$ cat config.mk
export PLATFORM = sky130hd
export DESIGN_NAME = uart_top
export DESIGN_NICKNAME = d
export VERILOG_FILES = /design/src/uart_pkg.sv /design/src/uart_fifo.sv /design/src/uart_baud_gen.sv /design/src/uart_regs.sv /design/src/uart_tx.sv /design/src/uart_rx.sv /design/src/uart_top.sv
export SDC_FILE = /design/constraint.sdc
export NUM_CORES = 1
export LEC_CHECK = 0
export BUFFER_PORTS_ARGS = -buffer_cell sky130_fd_sc_hd__buf_2
export CORE_MARGIN = 2
export CORE_UTILIZATION = 50
export CTS_CLUSTER_DIAMETER = 100
export DETAILED_ROUTE_END_ITERATION = 7
export PLACE_DENSITY = 0.66
export RECOVER_POWER = 25
export SYNTH_ARGS = -nofsm -noshare
export SYNTH_HDL_FRONTEND = slang
export SYNTH_SLANG_ARGS = --single-unit
$ cat constraint.sdc
create_clock -name clk -period 3.4 [get_ports clk]
set_input_delay 0.17 -clock clk [delete_from_list [all_inputs] [get_ports clk]]
set_output_delay 0.17 -clock clk [all_outputs]
set_load 0.005 [all_outputs]
$ cat src/uart_pkg.sv
package uart_pkg;

  //////////////////////////////////////////////////
  // widths and sizes
  //////////////////////////////////////////////////
  localparam int DATA_W     = 8;
  localparam int ADDR_W     = 3;
  localparam int DIV_W      = 16;
  localparam int FIFO_DEPTH = 16;
  localparam int FIFO_PTR_W = 4;

  // baud ticks per bit, sample point inside a bit
  localparam int OSR     = 16;
  localparam int OSR_W   = 4;
  localparam int OSR_MID = 7;

  //////////////////////////////////////////////////
  // register map
  //////////////////////////////////////////////////
  localparam logic [ADDR_W-1:0] ADDR_RBR_THR = 3'd0;
  localparam logic [ADDR_W-1:0] ADDR_DLM     = 3'd1;
  localparam logic [ADDR_W-1:0] ADDR_LCR     = 3'd3;
  localparam logic [ADDR_W-1:0] ADDR_LSR     = 3'd5;
  localparam logic [ADDR_W-1:0] ADDR_SCR     = 3'd7;

  // one host bus cycle
  typedef struct packed {
    logic              wr;
    logic              rd;
    logic [ADDR_W-1:0] addr;
    logic [DATA_W-1:0] wdata;
  } host_req_t;

  // line control register, bit 7 down to bit 0
  typedef struct packed {
    logic       dlab;
    logic       set_break;
    logic       stick_parity;
    logic       eps;
    logic       pen;
    logic       stb;
    logic [1:0] wls;
  } lcr_t;

  // line status register
  typedef struct packed {
    logic rx_fifo_error;
    logic temt;
    logic thre;
    logic bi;
    logic fe;
    logic pe;
    logic oe;
    logic dr;
  } lsr_t;

  // thre and temt set, everything else clear
  localparam lsr_t LSR_RESET = 8'h60;

  // one received character with its error flags
  typedef struct packed {
    logic [DATA_W-1:0] data;
    logic              pe;
    logic              fe;
  } rx_frame_t;

endpackage

$ cat src/uart_fifo.sv
module uart_fifo
  import uart_pkg::*;
(
  input  logic              clk,
  input  logic              rst,
  input  logic              push_i,
  input  logic              pop_i,
  input  logic [DATA_W-1:0] din_i,
  output logic [DATA_W-1:0] dout_o,
  output logic              empty_o,
  output logic              full_o,
  output logic              overrun_o
);

  logic [DATA_W-1:0]     mem [FIFO_DEPTH];
  logic [FIFO_PTR_W-1:0] wptr_q;
  logic [FIFO_PTR_W-1:0] rptr_q;
  logic [FIFO_PTR_W:0]   count_q;
  logic                  push_ok;
  logic                  pop_ok;

  assign empty_o = (count_q == '0);
  assign full_o  = (count_q == (FIFO_PTR_W + 1)'(FIFO_DEPTH));
  assign push_ok = push_i && !full_o;
  assign pop_ok  = pop_i && !empty_o;

  // head byte straight out of the array
  assign dout_o = mem[rptr_q];

  always_ff @(posedge clk)
  begin
    if (push_ok)
      mem[wptr_q] <= din_i;
  end

  // pointers wrap naturally at the depth
  always_ff @(posedge clk or posedge rst)
  begin
    if (rst)
    begin
      wptr_q    <= '0;
      rptr_q    <= '0;
      count_q   <= '0;
      overrun_o <= 1'b0;
    end
    else
    begin
      if (push_ok)
        wptr_q <= wptr_q + 1'b1;
      if (pop_ok)
        rptr_q <= rptr_q + 1'b1;
      if (push_ok && !pop_ok)
        count_q <= count_q + 1'b1;
      else if (pop_ok && !push_ok)
        count_q <= count_q - 1'b1;
      // byte lost, one-cycle flag
      overrun_o <= push_i && full_o;
    end
  end

endmodule

$ cat src/uart_baud_gen.sv
module uart_baud_gen
  import uart_pkg::*;
(
  input  logic             clk,
  input  logic             rst,
  input  logic [DIV_W-1:0] divisor_i,
  input  logic             divisor_load_i,
  output logic             baud_tick_o
);

  logic [DIV_W-1:0] cnt_q;

  // down-counter, period is divisor+1 clocks
  always_ff @(posedge clk or posedge rst)
  begin
    if (rst)
    begin
      cnt_q       <= '0;
      baud_tick_o <= 1'b0;
    end
    else
    begin
      if (divisor_load_i || (cnt_q == '0))
        cnt_q <= divisor_i;
      else
        cnt_q <= cnt_q - 1'b1;
      // zero divisor means the generator is stopped
      baud_tick_o <= (cnt_q == '0) && (divisor_i != '0);
    end
  end

endmodule

$ cat src/uart_regs.sv
module uart_regs
  import uart_pkg::*;
(
  input  logic              clk,
  input  logic              rst,
  input  host_req_t         req_i,
  input  rx_frame_t         rx_frame_i,
  input  logic              rx_push_i,
  input  logic              rx_overrun_i,
  input  logic              rx_empty_i,
  input  logic              tx_empty_i,
  input  logic              tx_idle_i,
  input  logic [DATA_W-1:0] rx_head_i,
  output lcr_t              lcr_o,
  output logic [DIV_W-1:0]  divisor_o,
  output logic              divisor_load_o,
  output logic              tx_push_o,
  output logic              rx_pop_o,
  output logic [DATA_W-1:0] rdata_o
);

  lcr_t              lcr_q;
  lsr_t              lsr_q;
  logic [DIV_W-1:0]  div_q;
  logic [DATA_W-1:0] scr_q;
  logic [DATA_W-1:0] rd_mux;
  logic              dll_wr;
  logic              dlm_wr;
  logic              lsr_rd;

  //////////////////////////////////////////////////
  // address decode
  //////////////////////////////////////////////////
  // addr 0 is the fifo port unless dlab is set
  assign tx_push_o = req_i.wr && (req_i.addr == ADDR_RBR_THR) && !lcr_q.dlab;
  assign rx_pop_o  = req_i.rd && (req_i.addr == ADDR_RBR_THR) && !lcr_q.dlab;
  assign dll_wr    = req_i.wr && (req_i.addr == ADDR_RBR_THR) && lcr_q.dlab;
  assign dlm_wr    = req_i.wr && (req_i.addr == ADDR_DLM) && lcr_q.dlab;
  assign lsr_rd    = req_i.rd && (req_i.addr == ADDR_LSR);

  // lcr, divisor latch and the reload strobe for the baud counter
  always_ff @(posedge clk or posedge rst)
  begin
    if (rst)
    begin
      lcr_q          <= '0;
      div_q          <= '0;
      divisor_load_o <= 1'b0;
    end
    else
    begin
      if (req_i.wr && (req_i.addr == ADDR_LCR))
        lcr_q <= req_i.wdata;
      if (dll_wr)
        div_q[DATA_W-1:0] <= req_i.wdata;
      if (dlm_wr)
        div_q[DIV_W-1:DATA_W] <= req_i.wdata;
      // lines up with the new divisor value
      divisor_load_o <= dll_wr || dlm_wr;
    end
  end

  // scratch, plain storage
  always_ff @(posedge clk)
  begin
    if (req_i.wr && (req_i.addr == ADDR_SCR))
      scr_q <= req_i.wdata;
  end

  //////////////////////////////////////////////////
  // line status
  //////////////////////////////////////////////////
  always_ff @(posedge clk or posedge rst)
  begin
    if (rst)
      lsr_q <= LSR_RESET;
    else
    begin
      lsr_q.dr            <= ~rx_empty_i;
      lsr_q.thre          <= tx_empty_i;
      lsr_q.temt          <= tx_empty_i && tx_idle_i;
      lsr_q.bi            <= 1'b0;
      lsr_q.rx_fifo_error <= 1'b0;
      // sticky, a new event beats the clear on read
      lsr_q.oe <= rx_overrun_i || (lsr_q.oe && !lsr_rd);
      lsr_q.pe <= (rx_push_i && rx_frame_i.pe) || (lsr_q.pe && !lsr_rd);
      lsr_q.fe <= (rx_push_i && rx_frame_i.fe) || (lsr_q.fe && !lsr_rd);
    end
  end

  // read mux, unused addresses give zero
  always_comb
  begin
    rd_mux = '0;
    case (req_i.addr)
      ADDR_RBR_THR: rd_mux = lcr_q.dlab ? div_q[DATA_W-1:0] : rx_head_i;
      ADDR_DLM:     rd_mux = lcr_q.dlab ? div_q[DIV_W-1:DATA_W] : '0;
      ADDR_LCR:     rd_mux = lcr_q;
      ADDR_LSR:     rd_mux = lsr_q;
      ADDR_SCR:     rd_mux = scr_q;
      default:      rd_mux = '0;
    endcase
  end

  // held until the next read
  always_ff @(posedge clk)
  begin
    if (req_i.rd)
      rdata_o <= rd_mux;
  end

  assign lcr_o     = lcr_q;
  assign divisor_o = div_q;

endmodule

$ cat src/uart_tx.sv
module uart_tx
  import uart_pkg::*;
(
  input  logic              clk,
  input  logic              rst,
  input  logic              baud_tick_i,
  input  lcr_t              lcr_i,
  input  logic              fifo_empty_i,
  input  logic [DATA_W-1:0] fifo_data_i,
  output logic              fifo_pop_o,
  output logic              idle_o,
  output logic              tx_o
);

  typedef enum logic [2:0] {TX_IDLE, TX_START, TX_DATA, TX_PARITY, TX_STOP} tx_state_t;

  tx_state_t         state_q;
  logic [OSR_W-1:0]  tick_cnt_q;
  logic [2:0]        bit_cnt_q;
  logic [DATA_W-1:0] shift_q;
  logic              par_q;
  logic              line_q;
  logic              bit_end;
  logic              stop_done;
  logic              start_frame;
  logic              parity_bit;
  logic [DATA_W-1:0] word_mask;

  // keeps only the wls+5 low bits
  assign word_mask = {DATA_W{1'b1}} >> (2'd3 - lcr_i.wls);
  assign bit_end   = (tick_cnt_q == OSR_W'(OSR - 1));
  assign stop_done = (state_q == TX_STOP) && bit_end && !(lcr_i.stb && (bit_cnt_q == 3'd0));
  // new frame from idle, or right after the last stop bit
  assign start_frame = baud_tick_i && !fifo_empty_i && ((state_q == TX_IDLE) || stop_done);

  // stick parity overrides, else even/odd from eps
  assign parity_bit = lcr_i.stick_parity ? ~lcr_i.eps : (lcr_i.eps ? par_q : ~par_q);

  always_ff @(posedge clk or posedge rst)
  begin
    if (rst)
    begin
      state_q    <= TX_IDLE;
      tick_cnt_q <= '0;
      bit_cnt_q  <= '0;
      line_q     <= 1'b1;
      fifo_pop_o <= 1'b0;
    end
    else
    begin
      fifo_pop_o <= 1'b0;
      if (start_frame)
      begin
        state_q    <= TX_START;
        tick_cnt_q <= '0;
        line_q     <= 1'b0;
        fifo_pop_o <= 1'b1;
      end
      else if (baud_tick_i && (state_q != TX_IDLE))
      begin
        if (!bit_end)
          tick_cnt_q <= tick_cnt_q + 1'b1;
        else
        begin
          tick_cnt_q <= '0;
          case (state_q)
            TX_START:
            begin
              state_q   <= TX_DATA;
              bit_cnt_q <= '0;
              line_q    <= shift_q[0];
            end
            TX_DATA:
            begin
              // last data bit index is wls+4
              if (bit_cnt_q == {1'b1, lcr_i.wls})
              begin
                state_q   <= lcr_i.pen ? TX_PARITY : TX_STOP;
                line_q    <= lcr_i.pen ? parity_bit : 1'b1;
                bit_cnt_q <= '0;
              end
              else
              begin
                bit_cnt_q <= bit_cnt_q + 1'b1;
                line_q    <= shift_q[0];
              end
            end
            TX_PARITY:
            begin
              state_q   <= TX_STOP;
              line_q    <= 1'b1;
              bit_cnt_q <= '0;
            end
            TX_STOP:
            begin
              // second stop bit when stb set
              if (lcr_i.stb && (bit_cnt_q == 3'd0))
                bit_cnt_q <= 3'd1;
              else
                state_q <= TX_IDLE;
            end
            default: state_q <= TX_IDLE;
          endcase
        end
      end
    end
  end

  // shift register and parity of the loaded word
  always_ff @(posedge clk)
  begin
    if (start_frame)
    begin
      shift_q <= fifo_data_i;
      par_q   <= ^(fifo_data_i & word_mask);
    end
    else if (baud_tick_i && bit_end && ((state_q == TX_START) || (state_q == TX_DATA)))
      shift_q <= shift_q >> 1;
  end

  // registered pin, break holds it low
  always_ff @(posedge clk or posedge rst)
  begin
    if (rst)
      tx_o <= 1'b1;
    else
      tx_o <= line_q & ~lcr_i.set_break;
  end

  assign idle_o = (state_q == TX_IDLE);

endmodule

$ cat src/uart_rx.sv
module uart_rx
  import uart_pkg::*;
(
  input  logic      clk,
  input  logic      rst,
  input  logic      baud_tick_i,
  input  lcr_t      lcr_i,
  input  logic      rx_i,
  output logic      push_o,
  output rx_frame_t frame_o
);

  typedef enum logic [2:0] {RX_IDLE, RX_START, RX_DATA, RX_PARITY, RX_STOP} rx_state_t;

  rx_state_t         state_q;
  logic              rx_meta_q;
  logic              rx_s_q;
  logic [OSR_W-1:0]  tick_cnt_q;
  logic [2:0]        bit_cnt_q;
  logic [DATA_W-1:0] data_q;
  logic [DATA_W-1:0] data_aligned;
  logic              pe_q;
  logic              exp_parity;
  logic              mid;
  logic              bit_end;

  //////////////////////////////////////////////////
  // input synchronizer
  //////////////////////////////////////////////////
  always_ff @(posedge clk or posedge rst)
  begin
    if (rst)
    begin
      rx_meta_q <= 1'b1;
      rx_s_q    <= 1'b1;
    end
    else
    begin
      rx_meta_q <= rx_i;
      rx_s_q    <= rx_meta_q;
    end
  end

  assign mid     = (tick_cnt_q == OSR_W'(OSR_MID));
  assign bit_end = (tick_cnt_q == OSR_W'(OSR - 1));

  // bits come in at the top, shift down for short words
  assign data_aligned = data_q >> (2'd3 - lcr_i.wls);
  assign exp_parity   = lcr_i.stick_parity ? ~lcr_i.eps :
                        (lcr_i.eps ? ^data_aligned : ~^data_aligned);

  always_ff @(posedge clk or posedge rst)
  begin
    if (rst)
    begin
      state_q    <= RX_IDLE;
      tick_cnt_q <= '0;
      bit_cnt_q  <= '0;
      pe_q       <= 1'b0;
      push_o     <= 1'b0;
    end
    else
    begin
      push_o <= 1'b0;
      if (baud_tick_i)
      begin
        tick_cnt_q <= tick_cnt_q + 1'b1;
        case (state_q)
          RX_IDLE:
          begin
            tick_cnt_q <= '0;
            if (!rx_s_q)
              state_q <= RX_START;
          end
          RX_START:
          begin
            // glitch, line back high at mid start bit
            if (mid && rx_s_q)
              state_q <= RX_IDLE;
            else if (bit_end)
            begin
              state_q   <= RX_DATA;
              bit_cnt_q <= '0;
            end
          end
          RX_DATA:
          begin
            if (bit_end)
            begin
              if (bit_cnt_q == {1'b1, lcr_i.wls})
                state_q <= lcr_i.pen ? RX_PARITY : RX_STOP;
              else
                bit_cnt_q <= bit_cnt_q + 1'b1;
            end
          end
          RX_PARITY:
          begin
            if (mid)
              pe_q <= rx_s_q ^ exp_parity;
            if (bit_end)
              state_q <= RX_STOP;
          end
          RX_STOP:
          begin
            // push at mid stop, then hunt for the next start
            if (mid)
            begin
              push_o  <= 1'b1;
              state_q <= RX_IDLE;
            end
          end
          default: state_q <= RX_IDLE;
        endcase
      end
    end
  end

  // data shifter and the frame handed to the fifo
  always_ff @(posedge clk)
  begin
    if (baud_tick_i && mid && (state_q == RX_DATA))
      data_q <= {rx_s_q, data_q[DATA_W-1:1]};
    if (baud_tick_i && mid && (state_q == RX_STOP))
    begin
      frame_o.data <= data_aligned;
      frame_o.pe   <= lcr_i.pen && pe_q;
      frame_o.fe   <= ~rx_s_q;
    end
  end

endmodule

$ cat src/uart_top.sv
module uart_top
  import uart_pkg::*;
(
  input  logic              clk,
  input  logic              rst,
  input  host_req_t         req_i,
  input  logic              rx_i,
  output logic              tx_o,
  output logic [DATA_W-1:0] rdata_o
);

  lcr_t              lcr;
  rx_frame_t         rx_frame;
  logic [DIV_W-1:0]  divisor;
  logic              divisor_load;
  logic              baud_tick;
  logic              tx_push;
  logic              tx_pop;
  logic              tx_empty;
  logic              tx_idle;
  logic [DATA_W-1:0] tx_head;
  logic              rx_push;
  logic              rx_pop;
  logic              rx_empty;
  logic              rx_overrun;
  logic [DATA_W-1:0] rx_head;

  //////////////////////////////////////////////////
  // host registers and baud tick
  //////////////////////////////////////////////////
  uart_regs u_regs (
    .clk            (clk),
    .rst            (rst),
    .req_i          (req_i),
    .rx_frame_i     (rx_frame),
    .rx_push_i      (rx_push),
    .rx_overrun_i   (rx_overrun),
    .rx_empty_i     (rx_empty),
    .tx_empty_i     (tx_empty),
    .tx_idle_i      (tx_idle),
    .rx_head_i      (rx_head),
    .lcr_o          (lcr),
    .divisor_o      (divisor),
    .divisor_load_o (divisor_load),
    .tx_push_o      (tx_push),
    .rx_pop_o       (rx_pop),
    .rdata_o        (rdata_o)
  );

  uart_baud_gen u_baud (
    .clk            (clk),
    .rst            (rst),
    .divisor_i      (divisor),
    .divisor_load_i (divisor_load),
    .baud_tick_o    (baud_tick)
  );

  //////////////////////////////////////////////////
  // transmit path
  //////////////////////////////////////////////////
  // tx overrun unused, a full fifo just drops the write
  uart_fifo tx_fifo (
    .clk       (clk),
    .rst       (rst),
    .push_i    (tx_push),
    .pop_i     (tx_pop),
    .din_i     (req_i.wdata),
    .dout_o    (tx_head),
    .empty_o   (tx_empty),
    .full_o    (),
    .overrun_o ()
  );

  uart_tx u_tx (
    .clk          (clk),
    .rst          (rst),
    .baud_tick_i  (baud_tick),
    .lcr_i        (lcr),
    .fifo_empty_i (tx_empty),
    .fifo_data_i  (tx_head),
    .fifo_pop_o   (tx_pop),
    .idle_o       (tx_idle),
    .tx_o         (tx_o)
  );

  //////////////////////////////////////////////////
  // receive path
  //////////////////////////////////////////////////
  uart_rx u_rx (
    .clk         (clk),
    .rst         (rst),
    .baud_tick_i (baud_tick),
    .lcr_i       (lcr),
    .rx_i        (rx_i),
    .push_o      (rx_push),
    .frame_o     (rx_frame)
  );

  uart_fifo rx_fifo (
    .clk       (clk),
    .rst       (rst),
    .push_i    (rx_push),
    .pop_i     (rx_pop),
    .din_i     (rx_frame.data),
    .dout_o    (rx_head),
    .empty_o   (rx_empty),
    .full_o    (),
    .overrun_o (rx_overrun)
  );

endmodule

; Word-level counts from Yosys, hierarchy flattened
; Memories as Yosys holds them, arrays and structs flattened.
; Index checks and enable logic that the tools add are counted.
; W data, S select, Z words.
[word_totals]
elab_cells = 243
latch_bits = 0
mem_count = 2
reg_bits = 145
input_bits = 16
romBits = 0
out_inout_bits = 9
mem_bits_rw = 256
[memory_table]
columns = name, words, word_bits, read_ports, rd_ports_with_merged_regs, write_ports, line_no
row1 = rx_fifo.mem, 16, 8, 1, 0, 1, uart_fifo.sv:15  ; logic [DATA_W-1:0] mem [FIFO_DEPTH];
row2 = tx_fifo.mem, 16, 8, 1, 0, 1, uart_fifo.sv:15
[classes]
add_sub_neg = 14
div_mod_pow = 0
order_cmp = 0
eq_ne = 31
multipliers = 0
bitwise = 9
reduce_logical = 84
n_shift = 2
n_mux = 55
[op_table]
columns = operator, count
row1 = $mux W3, 19
row2 = $pmux W8 S5, 1
row3 = $logic_and A1 B1 Y1, 39
row4 = $mux W8, 4
row5 = $add A4 B1 Y4 const B, 6
row6 = $mux W5, 4
row7 = $mux W1, 17
row8 = $logic_not A16 Y1, 1
row9 = $mux W16, 1
row10 = $mux W4, 4
row11 = $reduce_bool A16 Y1, 1
row12 = $reduce_xor A8 Y1, 2
row13 = $sub A16 B1 Y16 const B, 1
row14 = $eq A3 B2 Y1 const B, 5
row15 = $pmux W3 S5, 1
row16 = $eq A3 B3 Y1 const B, 4
row17 = $logic_not A3 Y1, 4
row18 = $pmux W3 S4, 1
row19 = $reduce_bool A2 Y1, 6
row20 = $logic_not A1 Y1, 11
row21 = $add A5 B1 Y5 const B, 2
row22 = $eq A5 B5 Y1 const B, 2
row23 = $logic_not A5 Y1, 2
row24 = $ne A2 B1 Y1 const B, 5
row25 = 29 further kinds, 52

; Depth between registers and ports, before layout
; Gate-level depths: netlist (run 1).
[logic_depth]
depth_word = 9
depth_mapped = 14
ltp_nobuf = 12

; Hierarchy
; A second synthesis (run 1) with hierarchy kept.
[hier_totals]
hier_cells = 1156
area_unflattened_um2 = 17759.5
[by_module_without_submodules]
columns = mod, seq_area_each_um2, cells_each, instances, area_each_um2
row1 = uart_fifo, 4194.0, 325, 2, 5869.4
row2 = uart_regs, 1258.7, 142, 1, 2112.0
row3 = uart_rx, 893.4, 145, 1, 1687.9
row4 = uart_tx, 598.1, 122, 1, 1307.5
row5 = uart_baud_gen, 425.4, 97, 1, 913.4

; Worst setup path before layout (run 1)
; No wires, ideal clock.
[synth_timing]
path_type = input -> register
from = input port req_i[9] in the netlist's numbering
to = register tx_fifo.count_q[4]
cell_stages = 14
setup_slack_ns = 0.472
setup_time_ns = 0.125
t_required_ns = 3.275
arrival_ns = 2.803
n_path_buf = 2
cell_sequence = clkbuf_1 -> or3_1 -> clkbuf_1 -> nor2_1 -> nand2_1 -> a21oi_2 -> ha_1 -> inv_1 -> fa_1 -> a21o_1 -> a21oi_1 -> xnor2_1 -> nor2_1 -> xor2_1
[synth_between]
elab_chain_len = 7
elab_cells_between_ends = 9
classes_between = mux: 1 / reduce/logical: 8
[synth_lines]
columns = item, line_no
row1 = "start, declared", uart_top.sv:6  ; input host_req_t req_i,
row2 = $logic_not A3 Y1 *, uart_regs.sv:35  ; assign tx_push_o = req_i.wr && (req_i.addr == ADDR_RBR_THR) && !lcr_q.dlab;
row3 = $logic_and A1 B1 Y1 * (2 in series), uart_regs.sv:35
row4 = $logic_and A1 B1 Y1 *, uart_fifo.sv:24  ; assign push_ok = push_i && !full_o;
row5 = via tx_fifo.push_ok, uart_fifo.sv:19  ; logic push_ok;
row6 = $logic_not A1 Y1, uart_fifo.sv:54  ; else if (pop_ok && !push_ok)
row7 = $logic_and A1 B1 Y1, uart_fifo.sv:54
row8 = $reduce_bool A2 Y1 (no source line), n/a
row9 = "end signal, assigned", uart_fifo.sv:53  ; count_q <= count_q + 1'b1;
row10 = "end signal, assigned", uart_fifo.sv:55  ; count_q <= count_q - 1'b1;
row11 = "end, declared", uart_fifo.sv:18  ; logic [FIFO_PTR_W:0] count_q;
; The timed path passes the listed nets; every way through them passes the cells marked *.
; A chain may end at the register's enable or synchronous reset.

; Final worst setup path (run 1)
[layout_timing]
from = register rx_fifo.count_q[0]
to = register rx_fifo.count_q[4]
[layout_between]
elab_chain_len = 6
elab_cells_between_ends = 15
classes_between = add/sub: 2 / eq/ne: 1 / mux: 2 / reduce/logical: 10
[layout_lines]
columns = item, line_no
row1 = "start, declared", uart_fifo.sv:18
row2 = "start signal, assigned", uart_fifo.sv:53
row3 = "start signal, assigned", uart_fifo.sv:55
row4 = "parallel branches: the longest is 6 deep, another holds $sub A5 B1 Y5", n/a
; Parallel ways; which one is timed is not known. The select of a mux whose other input is x is not followed.

==> summary.txt, run 1 <==
Int Pwr -> 8800 uW
Vias per inst -> 5.73
DRT iter0 DRCs -> 639
Vias in the first global route -> 9355
DRC Markers -> 0
Post-synth ARST share -> 25.4%
Routed Antenna Nets -> 0
Met2 GRT Util -> 33.6%
Unrepaired setup endpoints after global routing -> no
Worst slew margin -> -7.51%
GR Util met1 -> 26.9%
CTS tree -> built
Final Slew Violations -> 74
Period Utilization, post-route -> 86.2%
Post-synthesis sequential area ratio -> 67.4%
Die area -> 35700 um^2
Area contributors post-synth -> edfxtp_1 (52%), dfrtp_1 (14%), mux4_2 (8.3%)
TritonRoute pass-1 iters -> 5
MaxCap Viol Count -> 1
Routed WL -> 34.7 mm
Num Clock Sinks -> 401
P_leak -> 0.00676 uW
Cell Pwr Density -> 600 nW/um^2
HP Start -> req_i[10]
Largest net degree at the start of global routing -> 74
Max Freq -> 341 MHz
Initial antenna violation count -> 0
Die width -> 189 um
Worst-path maximum fanout -> 4
WS Path Type -> flop to flop
Area of the core -> 33600 um^2
Failing checks -> max-capacitance violations, max-slew violations
Total Power -> 11500 uW
Comb power frac -> 9.8%
Switch Pwr -> 2720 uW
First-pass GRT wire length -> 54.5 mm
Most frequent cells after synthesis -> edfxtp_1 (299), dfrtp_1 (96), mux4_2 (63)
Non-filler cells, final -> 1604
Ys Warns -> 0
Clock power frac -> 39.3%
Initial Utilization -> 50.9%
VDD IR max -> 0.404 mV
Critical Path AT -> 3.34 ns
Vias -> 9193
Crit. End Element -> flop
Post-synth EDFFs -> 299
#FFs+latches synth -> 401
Share of power burned in registers -> 50.9%
Most frequent cell after synthesis -> edfxtp_1
Post-Syn Area -> 17100 um^2
Detailed placer's ending HPWL -> 22.7 mm
Die H -> 189 um
TritonCTS Buffers -> 42
WP data required -> 3.81 ns
Worst hold margin -> 0.0279 ns
Final Skew -> 0.0186 ns
Worst skew pair latency -> 0.54 ns
Fin. Hold Viols -> 0
Max Buffers Root-to-Sink -> 3
Worst reg-to-reg setup slack -> 0.47 ns
Reg-to-reg endpoint -> rx_fifo.count_q[4]
RePlAce Congestion -> 0.797
Final setup viols -> 0
Fin crit period -> 2.93 ns
Top-Level Pins -> 25
Tot GR Track Use -> 19.9%
Row cnt -> 67
I/O Buffers -> 24
GR peak layer -> met2
Worst setup SP type -> flop
Syn Area/Cell -> 16.0 um^2
Yosys top cell area share -> 52.4%
Dpl cells -> 1523
Nets -> 1165
Crit Reg-Reg Startpoint -> rx_fifo.count_q[0]
Fin Setup TNS -> 0 ns
Status -> finished with violations
Prevailing post-synth register cell -> edfxtp_1
Cells after Synth -> 1067
Worst Hold Depth -> 3
# diodes -> 0
Syn nets -> 1110
Worst Max-Slew Pin Slew -> 1.61 ns
Drt wl/cell -> 21.6 um
Synth cell types -> 61
Met3 usage -> 3.00%
Overflow after GRT -> 0
CTS Root Cell -> clkbuf_16
Worst reg-to-reg path cell count -> 12
Sw Share -> 23.6%
Post-synth top area cell -> edfxtp_1
Clock transition at path regs -> 0.06 ns
Share of layout cells above drive strength 1 -> 19.3%
Worst Hold End -> u_regs.divisor_load_o
Worst hold path type -> primary input to flop
H-tree depth -> 2
Synth-to-layout area growth -> 12.2%
[layer usage]
layer	share of wire, %	vias to the layer above
met1	43	4718
met3	4.3	61
met2	50	207
met5	0	-
li1	-	4207
met4	2.7	0
[cell families (layout without fill, tap and decap cells)]
logic type | count (synthesis) | after routing | share of synthesized area (%)
compound gates | 138 | 138 | 4.93
flops | 401 | 401 | 67.4
simple gates | 242 | 242 | 7.07
fa+ha+maj | 27 | 27 | 2.06
mux | 123 | 123 | 13.3
buf+inv | 81 | 170 | 2.27
xor+xnor | 55 | 55 | 2.97
[worst max path at each step]
stage                        from            endpoint  slack [ns]  depth (start not counted)
2_1_floorplan            req_i[9]  tx_fifo.count_q[4]        0.47                         14
3_3_place_gp   rx_fifo.count_q[0]  rx_fifo.count_q[4]        0.50                         12
3_5_place_dp             req_i[8]  tx_fifo.count_q[4]        0.47                         13
4_1_cts        rx_fifo.count_q[0]  rx_fifo.count_q[4]        0.45                         12
5_1_grt        rx_fifo.count_q[0]  rx_fifo.count_q[4]        0.21                         12
6_report       rx_fifo.count_q[0]  rx_fifo.count_q[4]        0.47                         12
[layout make-up]
| cell class | count | area (um^2) |
|---|---|---|
| Fill cell | 2578 | 14400 |
| Sequential cell | 401 | 11500 |
| Multi-Input combinational cell | 585 | 5190 |
| Clock buffer | 53 | 1140 |
| Tap cell | 448 | 561 |
| Timing Repair Buffer | 64 | 438 |
| Clock inverter | 25 | 233 |
| Inverter | 28 | 105 |
[through the flow]
stage	instance area, um^2	utilization [%]	setup slack [ns]
finish	19200	57.2	0.470
global route	19200	57.2	0.214
CTS	19200	57.2	0.450
detailed placement	17800	53.0	0.468
global placement	17800	53.0	0.501
floorplan	17100	-	0.472
[power groups by stage]
stage               sequential (uW)  combinational [uW]  clock [uW]
floorplan                      5810                 932           0
global placement               5950                1110           0
detailed placement             5960                1130           0
CTS                            5860                1140        4630
global route                   5910                1260        4830
finish                         5860                1130        4530
[worst max-delay path: stages, from the launching register on]
cell and delay, ns:
dfrtp_1 0.44, nor4_1 0.46, nand2b_1 0.12, and3_1 0.23, inv_1 0.10, ha_1 0.19, inv_1 0.11, fa_1 0.46
a21o_1 0.18, a21oi_1 0.18, xnor2_1 0.14, nor2_1 0.06, xor2_1 0.14
[registers in the layout, summed over array words and instances (netlist names), 10 cells and up]
name / flops
u_rx.frame_o: 10
rx_fifo.mem: 128
u_regs.divisor_o: 16
tx_fifo.mem: 128
u_baud.cnt_q: 16
[layout by cell type (no fill, tap or decap), types with 9 or more instances in the layout]
master	n
clkinv_1	11
clkbuf_1	17
inv_1	27
edfxtp_1	299
nor3_1	19
a22oi_1	20
buf_4	34
nand2_1	53
mux2i_1	11
nor2_1	62
buf_2	15
o21ai_0	34
nor2b_1	10
a21oi_1	47
nand3_1	20
mux4_1	13
or3_1	9
dfrtp_1	94
mux4_2	63
clkbuf_16	43
nand2b_1	12
ha_1	25
and2_1	12
mux2_2	36
xnor2_1	41
xor2_1	12
[repair_timing]
action	in CTS	in global routing
resized for setup	0	0
buffers inserted	0	0
setup endpoints to repair	0	0
hold buffers	3	0
hold endpoints to repair	67	0
Power figures use the tool's default switching activity.
==> inputs of run 2 (changes only) <==
ABC_AREA = 1   (was default)
GPL_TIMING_DRIVEN = 0   (was default)
TNS_END_PERCENT = 20   (was default)
==> run 2 against run 1 <==
The flow still finishes with violations (max-capacitance violations, max-slew violations). Sequential power fell by 0.9%. Synthesized cell count up 58%. First-iteration DRC count rose by 86%. Setup slack got worse by 0.13 ns. Clock power increased by 4%. Fmax shrank 4.3%. Critical path type unchanged.
==> summary.txt, run 2 <==
Status -> finished with violations (unchanged)
Failing checks -> max-capacitance violations, max-slew violations (unchanged)
Fin Setup TNS -> 0 ns (unchanged)
Biggest regs -> rx_fifo.mem x128, tx_fifo.mem x128 (unchanged)
Initial Utilization -> 51.0% (was 50.9%)
Area contributors post-synth -> edfxtp_1 (51%), dfrtp_1 (14%), nand2_1 (7.9%) (was edfxtp_1 (52%), dfrtp_1 (14%), mux4_2 (8.3%))
Detailed placer's ending HPWL -> 29.8 mm (was 22.7 mm)
WP data required -> 3.83 ns (was 3.81 ns)
Final Skew -> 0.0203 ns (was 0.0186 ns)
Yosys top cell area share -> 50.8% (was 52.4%)
CTS Root Cell -> clkbuf_16 (unchanged)
#FFs+latches synth -> 401 (unchanged)
CTS tree -> built (unchanged)
Mux contribution to synthesized area -> 0% (was 13.3%)
Overflow after GRT -> 0 (unchanged)
Die area -> 36800 um^2 (was 35700 um^2)
Most frequent cell after synthesis -> nand2_1 (was edfxtp_1)
Ys Warns -> 0 (unchanged)
Reg-to-reg endpoint -> tx_fifo.count_q[4] (was rx_fifo.count_q[4])
Synth-to-layout area growth -> 12.2% (about the same)
Worst skew pair latency -> 0.55 ns (was 0.54 ns)
Tot GR Track Use -> 24.7% (was 19.9%)
First-pass GRT wire length -> 68.5 mm (was 54.5 mm)
Post-synth ARST share -> 25.4% (unchanged)
Post-Synth XOR/XNOR Area -> 1.59% (was 2.97%)
Synthesized-area fraction occupied by adder cells -> 2.00% (was 2.06%)
Die width -> 192 um (was 189 um)
Cell Pwr Density -> 663 nW/um^2 (was 600 nW/um^2)
Fin crit period -> 3.06 ns (was 2.93 ns)
Row cnt -> 68 (was 67)
Most frequent cells after synthesis -> nand2_1 (372), edfxtp_1 (299), nor2_1 (217) (was edfxtp_1 (299), dfrtp_1 (96), mux4_2 (63))
DRC Markers -> 0 (unchanged)
Dpl cells -> 2171 (was 1523)
Syn Area/Cell -> 10.4 um^2 (was 16.0 um^2)
WS Path Type -> flop to flop (unchanged)
Critical Path Source -> tx_fifo.count_q[0] (was rx_fifo.count_q[0])
Compound-cell area share of the yosys netlist -> 8.76% (was 4.93%)
Vias per inst -> 5.57 (was 5.73)
Post-synth top area cell -> edfxtp_1 (unchanged)
TritonRoute pass-1 iters -> 7 (was 5)
Worst setup SP type -> flop (unchanged)
Post-Syn Area -> 17700 um^2 (was 17100 um^2)
Cells after Synth -> 1691 (was 1067)
P_leak -> 0.00786 uW (was 0.00676 uW)
Prevailing post-synth register cell -> edfxtp_1 (unchanged)
Num Clock Sinks -> 401 (unchanged)
Initial antenna violation count -> 0 (unchanged)
Nets -> 1806 (was 1165)
RePlAce Congestion -> 0.901 (was 0.797)
Total Power -> 13100 uW (was 11500 uW)
Worst hold path type -> primary input to flop (unchanged)
Worst slew margin -> -38.0% (was -7.51%)
MaxCap Viol Count -> 1 (unchanged)
Largest family of logic cells by synthesized area -> simple AND/OR/NAND/NOR gates (was multiplexers)
Worst reg-to-reg path cell count -> 14 (was 12)
Die H -> 192 um (was 189 um)
Most frequent cells in the layout -> nand2_1 (372), edfxtp_1 (299), nor2_1 (216) (was edfxtp_1 (299), dfrtp_1 (94), mux4_2 (63))
Critical Path AT -> 3.49 ns (was 3.34 ns)
Final setup viols -> 0 (unchanged)
VDD IR max -> 0.487 mV (was 0.404 mV)
Commonest non-fill, non-tap cell in the layout -> nand2_1 (was edfxtp_1)
Syn nets -> 1734 (was 1110)
Vias in the first global route -> 12079 (was 9355)
Post-synth EDFFs -> 299 (unchanged)
Vias -> 12534 (was 9193)
Largest net degree at the start of global routing -> 64 (was 74)
Max Freq -> 327 MHz (was 341 MHz)
Final Slew Violations -> 40 (was 74)
Non-filler cells, final -> 2251 (was 1604)
Area of the core -> 34600 um^2 (was 33600 um^2)
Fin. Hold Viols -> 0 (unchanged)
Worst reg-to-reg setup slack -> 0.34 ns (was 0.47 ns)
Drt wl/cell -> 19.7 um (was 21.6 um)
Period Utilization, post-route -> 90.1% (was 86.2%)
DRT iter0 DRCs -> 1186 (was 639)
Share of layout cells above drive strength 1 -> 7.57% (was 19.3%)
Worst Max-Slew Pin Slew -> 2.06 ns (was 1.61 ns)
Clock transition at path regs -> 0.06 ns (about the same)
Synth Area in Simple Gates -> 17.2% (was 7.07%)
TritonCTS Buffers -> 42 (unchanged)
Top-Level Pins -> 25 (unchanged)
Crit. End Element -> flop (unchanged)
# diodes -> 0 (unchanged)
Post-synthesis sequential area ratio -> 65.3% (was 67.4%)
H-tree depth -> 2 (unchanged)
Crit Reg-Reg Startpoint -> tx_fifo.count_q[0] (was rx_fifo.count_q[0])
Synth cell types -> 46 (was 61)
I/O Buffers -> 24 (unchanged)
Routed WL -> 44.4 mm (was 34.7 mm)
Routed Antenna Nets -> 0 (unchanged)
Max Buffers Root-to-Sink -> 3 (unchanged)
Setup crit end -> tx_fifo.count_q[4] (was rx_fifo.count_q[4])
Unrepaired setup endpoints after global routing -> no (unchanged)
Worst-path maximum fanout -> 5 (was 4)
Post-CTS Setup Inserts -> 0 (unchanged)
# fillers -> 2887 (was 2578)
-- run 2: changes by cell type in the layout (fill, tap and decap cells not counted), moves of 32 or more --
cell and delta:
buf_4 -32, mux2_2 -36, nand2_1 +319, nand3_1 +100, o21ai_0 +113, mux4_2 -63, inv_1 +116, nor2_1 +154
-- run 2: final cells by class --
cell class / instances / area, um^2 / area share, %
sequential: 401 / 11500 / 58.2
multi-input combinational: 1074 / 5210 / 26.3
clock buffer: 55 / 1160 / 5.87
inverter: 155 / 583 / 2.94
tap: 455 / 569 / 2.87
buffer: 61 / 329 / 1.66
clock inverter: 22 / 251 / 1.27
timing repair buffer: 28 / 165 / 0.834
-- run 2: how the worst min path moves through the flow --
stage | end | startpoint | depth (start not counted)
after floorplan | u_rx.rx_meta_q | rx_i | 0
after global placement | u_rx.rx_meta_q | rx_i | 1
after detailed placement | u_rx.rx_meta_q | rx_i | 1
after CTS | tx_fifo.wptr_q[0] | req_i[12] | 3
after global routing | tx_fifo.wptr_q[0] | req_i[12] | 3
final | tx_fifo.wptr_q[0] | req_i[12] | 3
-- run 2: report_power, final --
part / internal (uW) / switching, uW / total (uW)
Combinational: 839 / 1780 / 2610
Clock: 2800 / 1900 / 4700
Sequential: 5540 / 275 / 5810
-- run 2: worst max-delay path, stage by stage (launching register included) --
cell,delay (ns)
dfrtp_1,0.43
nor2_1,0.14
nand3_1,0.13
nor2_2,0.35
inv_1,0.19
nand2_1,0.31
ha_1,0.26
inv_1,0.12
ha_1,0.34
a21o_1,0.16
a31oi_1,0.20
nand2_1,0.07
nand2_1,0.06
nor2_1,0.05
xor2_1,0.13
-- run 2: what timing repair did --
item,4_1_cts,5_1_grt
hold endpoints to repair,44,0
resized for setup,0,1
endpoints found under the setup margin,0,2
hold buffers,3,0
-- run 2: kinds of logic after synthesis --
logic type	after synthesis
compound gates	272
xor+xnor	32
fa+ha+maj	27
buf+inv	216
flops	401
simple gates	743
-- run 2: metrics by stage --
stage | hold WS [ns] | util, % | instance area [um^2] | worst slack (ns)
CTS | 0.0150 | 57.2 | 19800 | 0.148
finish | 0.0350 | 57.2 | 19800 | 0.337
global route | 0.0351 | 57.2 | 19800 | 0.0999
global placement | 0.279 | 53.0 | 18300 | -1.07
floorplan | 0.174 | - | 17700 | 0.564
detailed placement | 0.280 | 53.1 | 18400 | 0.163
-- run 2: per-layer routing --
layer	vias up	global-route usage (%)	routed length, um
met4	0	9.62	1680
met2	486	39.2	20500
met5	-	0	0
met1	6007	35.1	19200
li1	5928	-	-
met3	113	3.05	3030
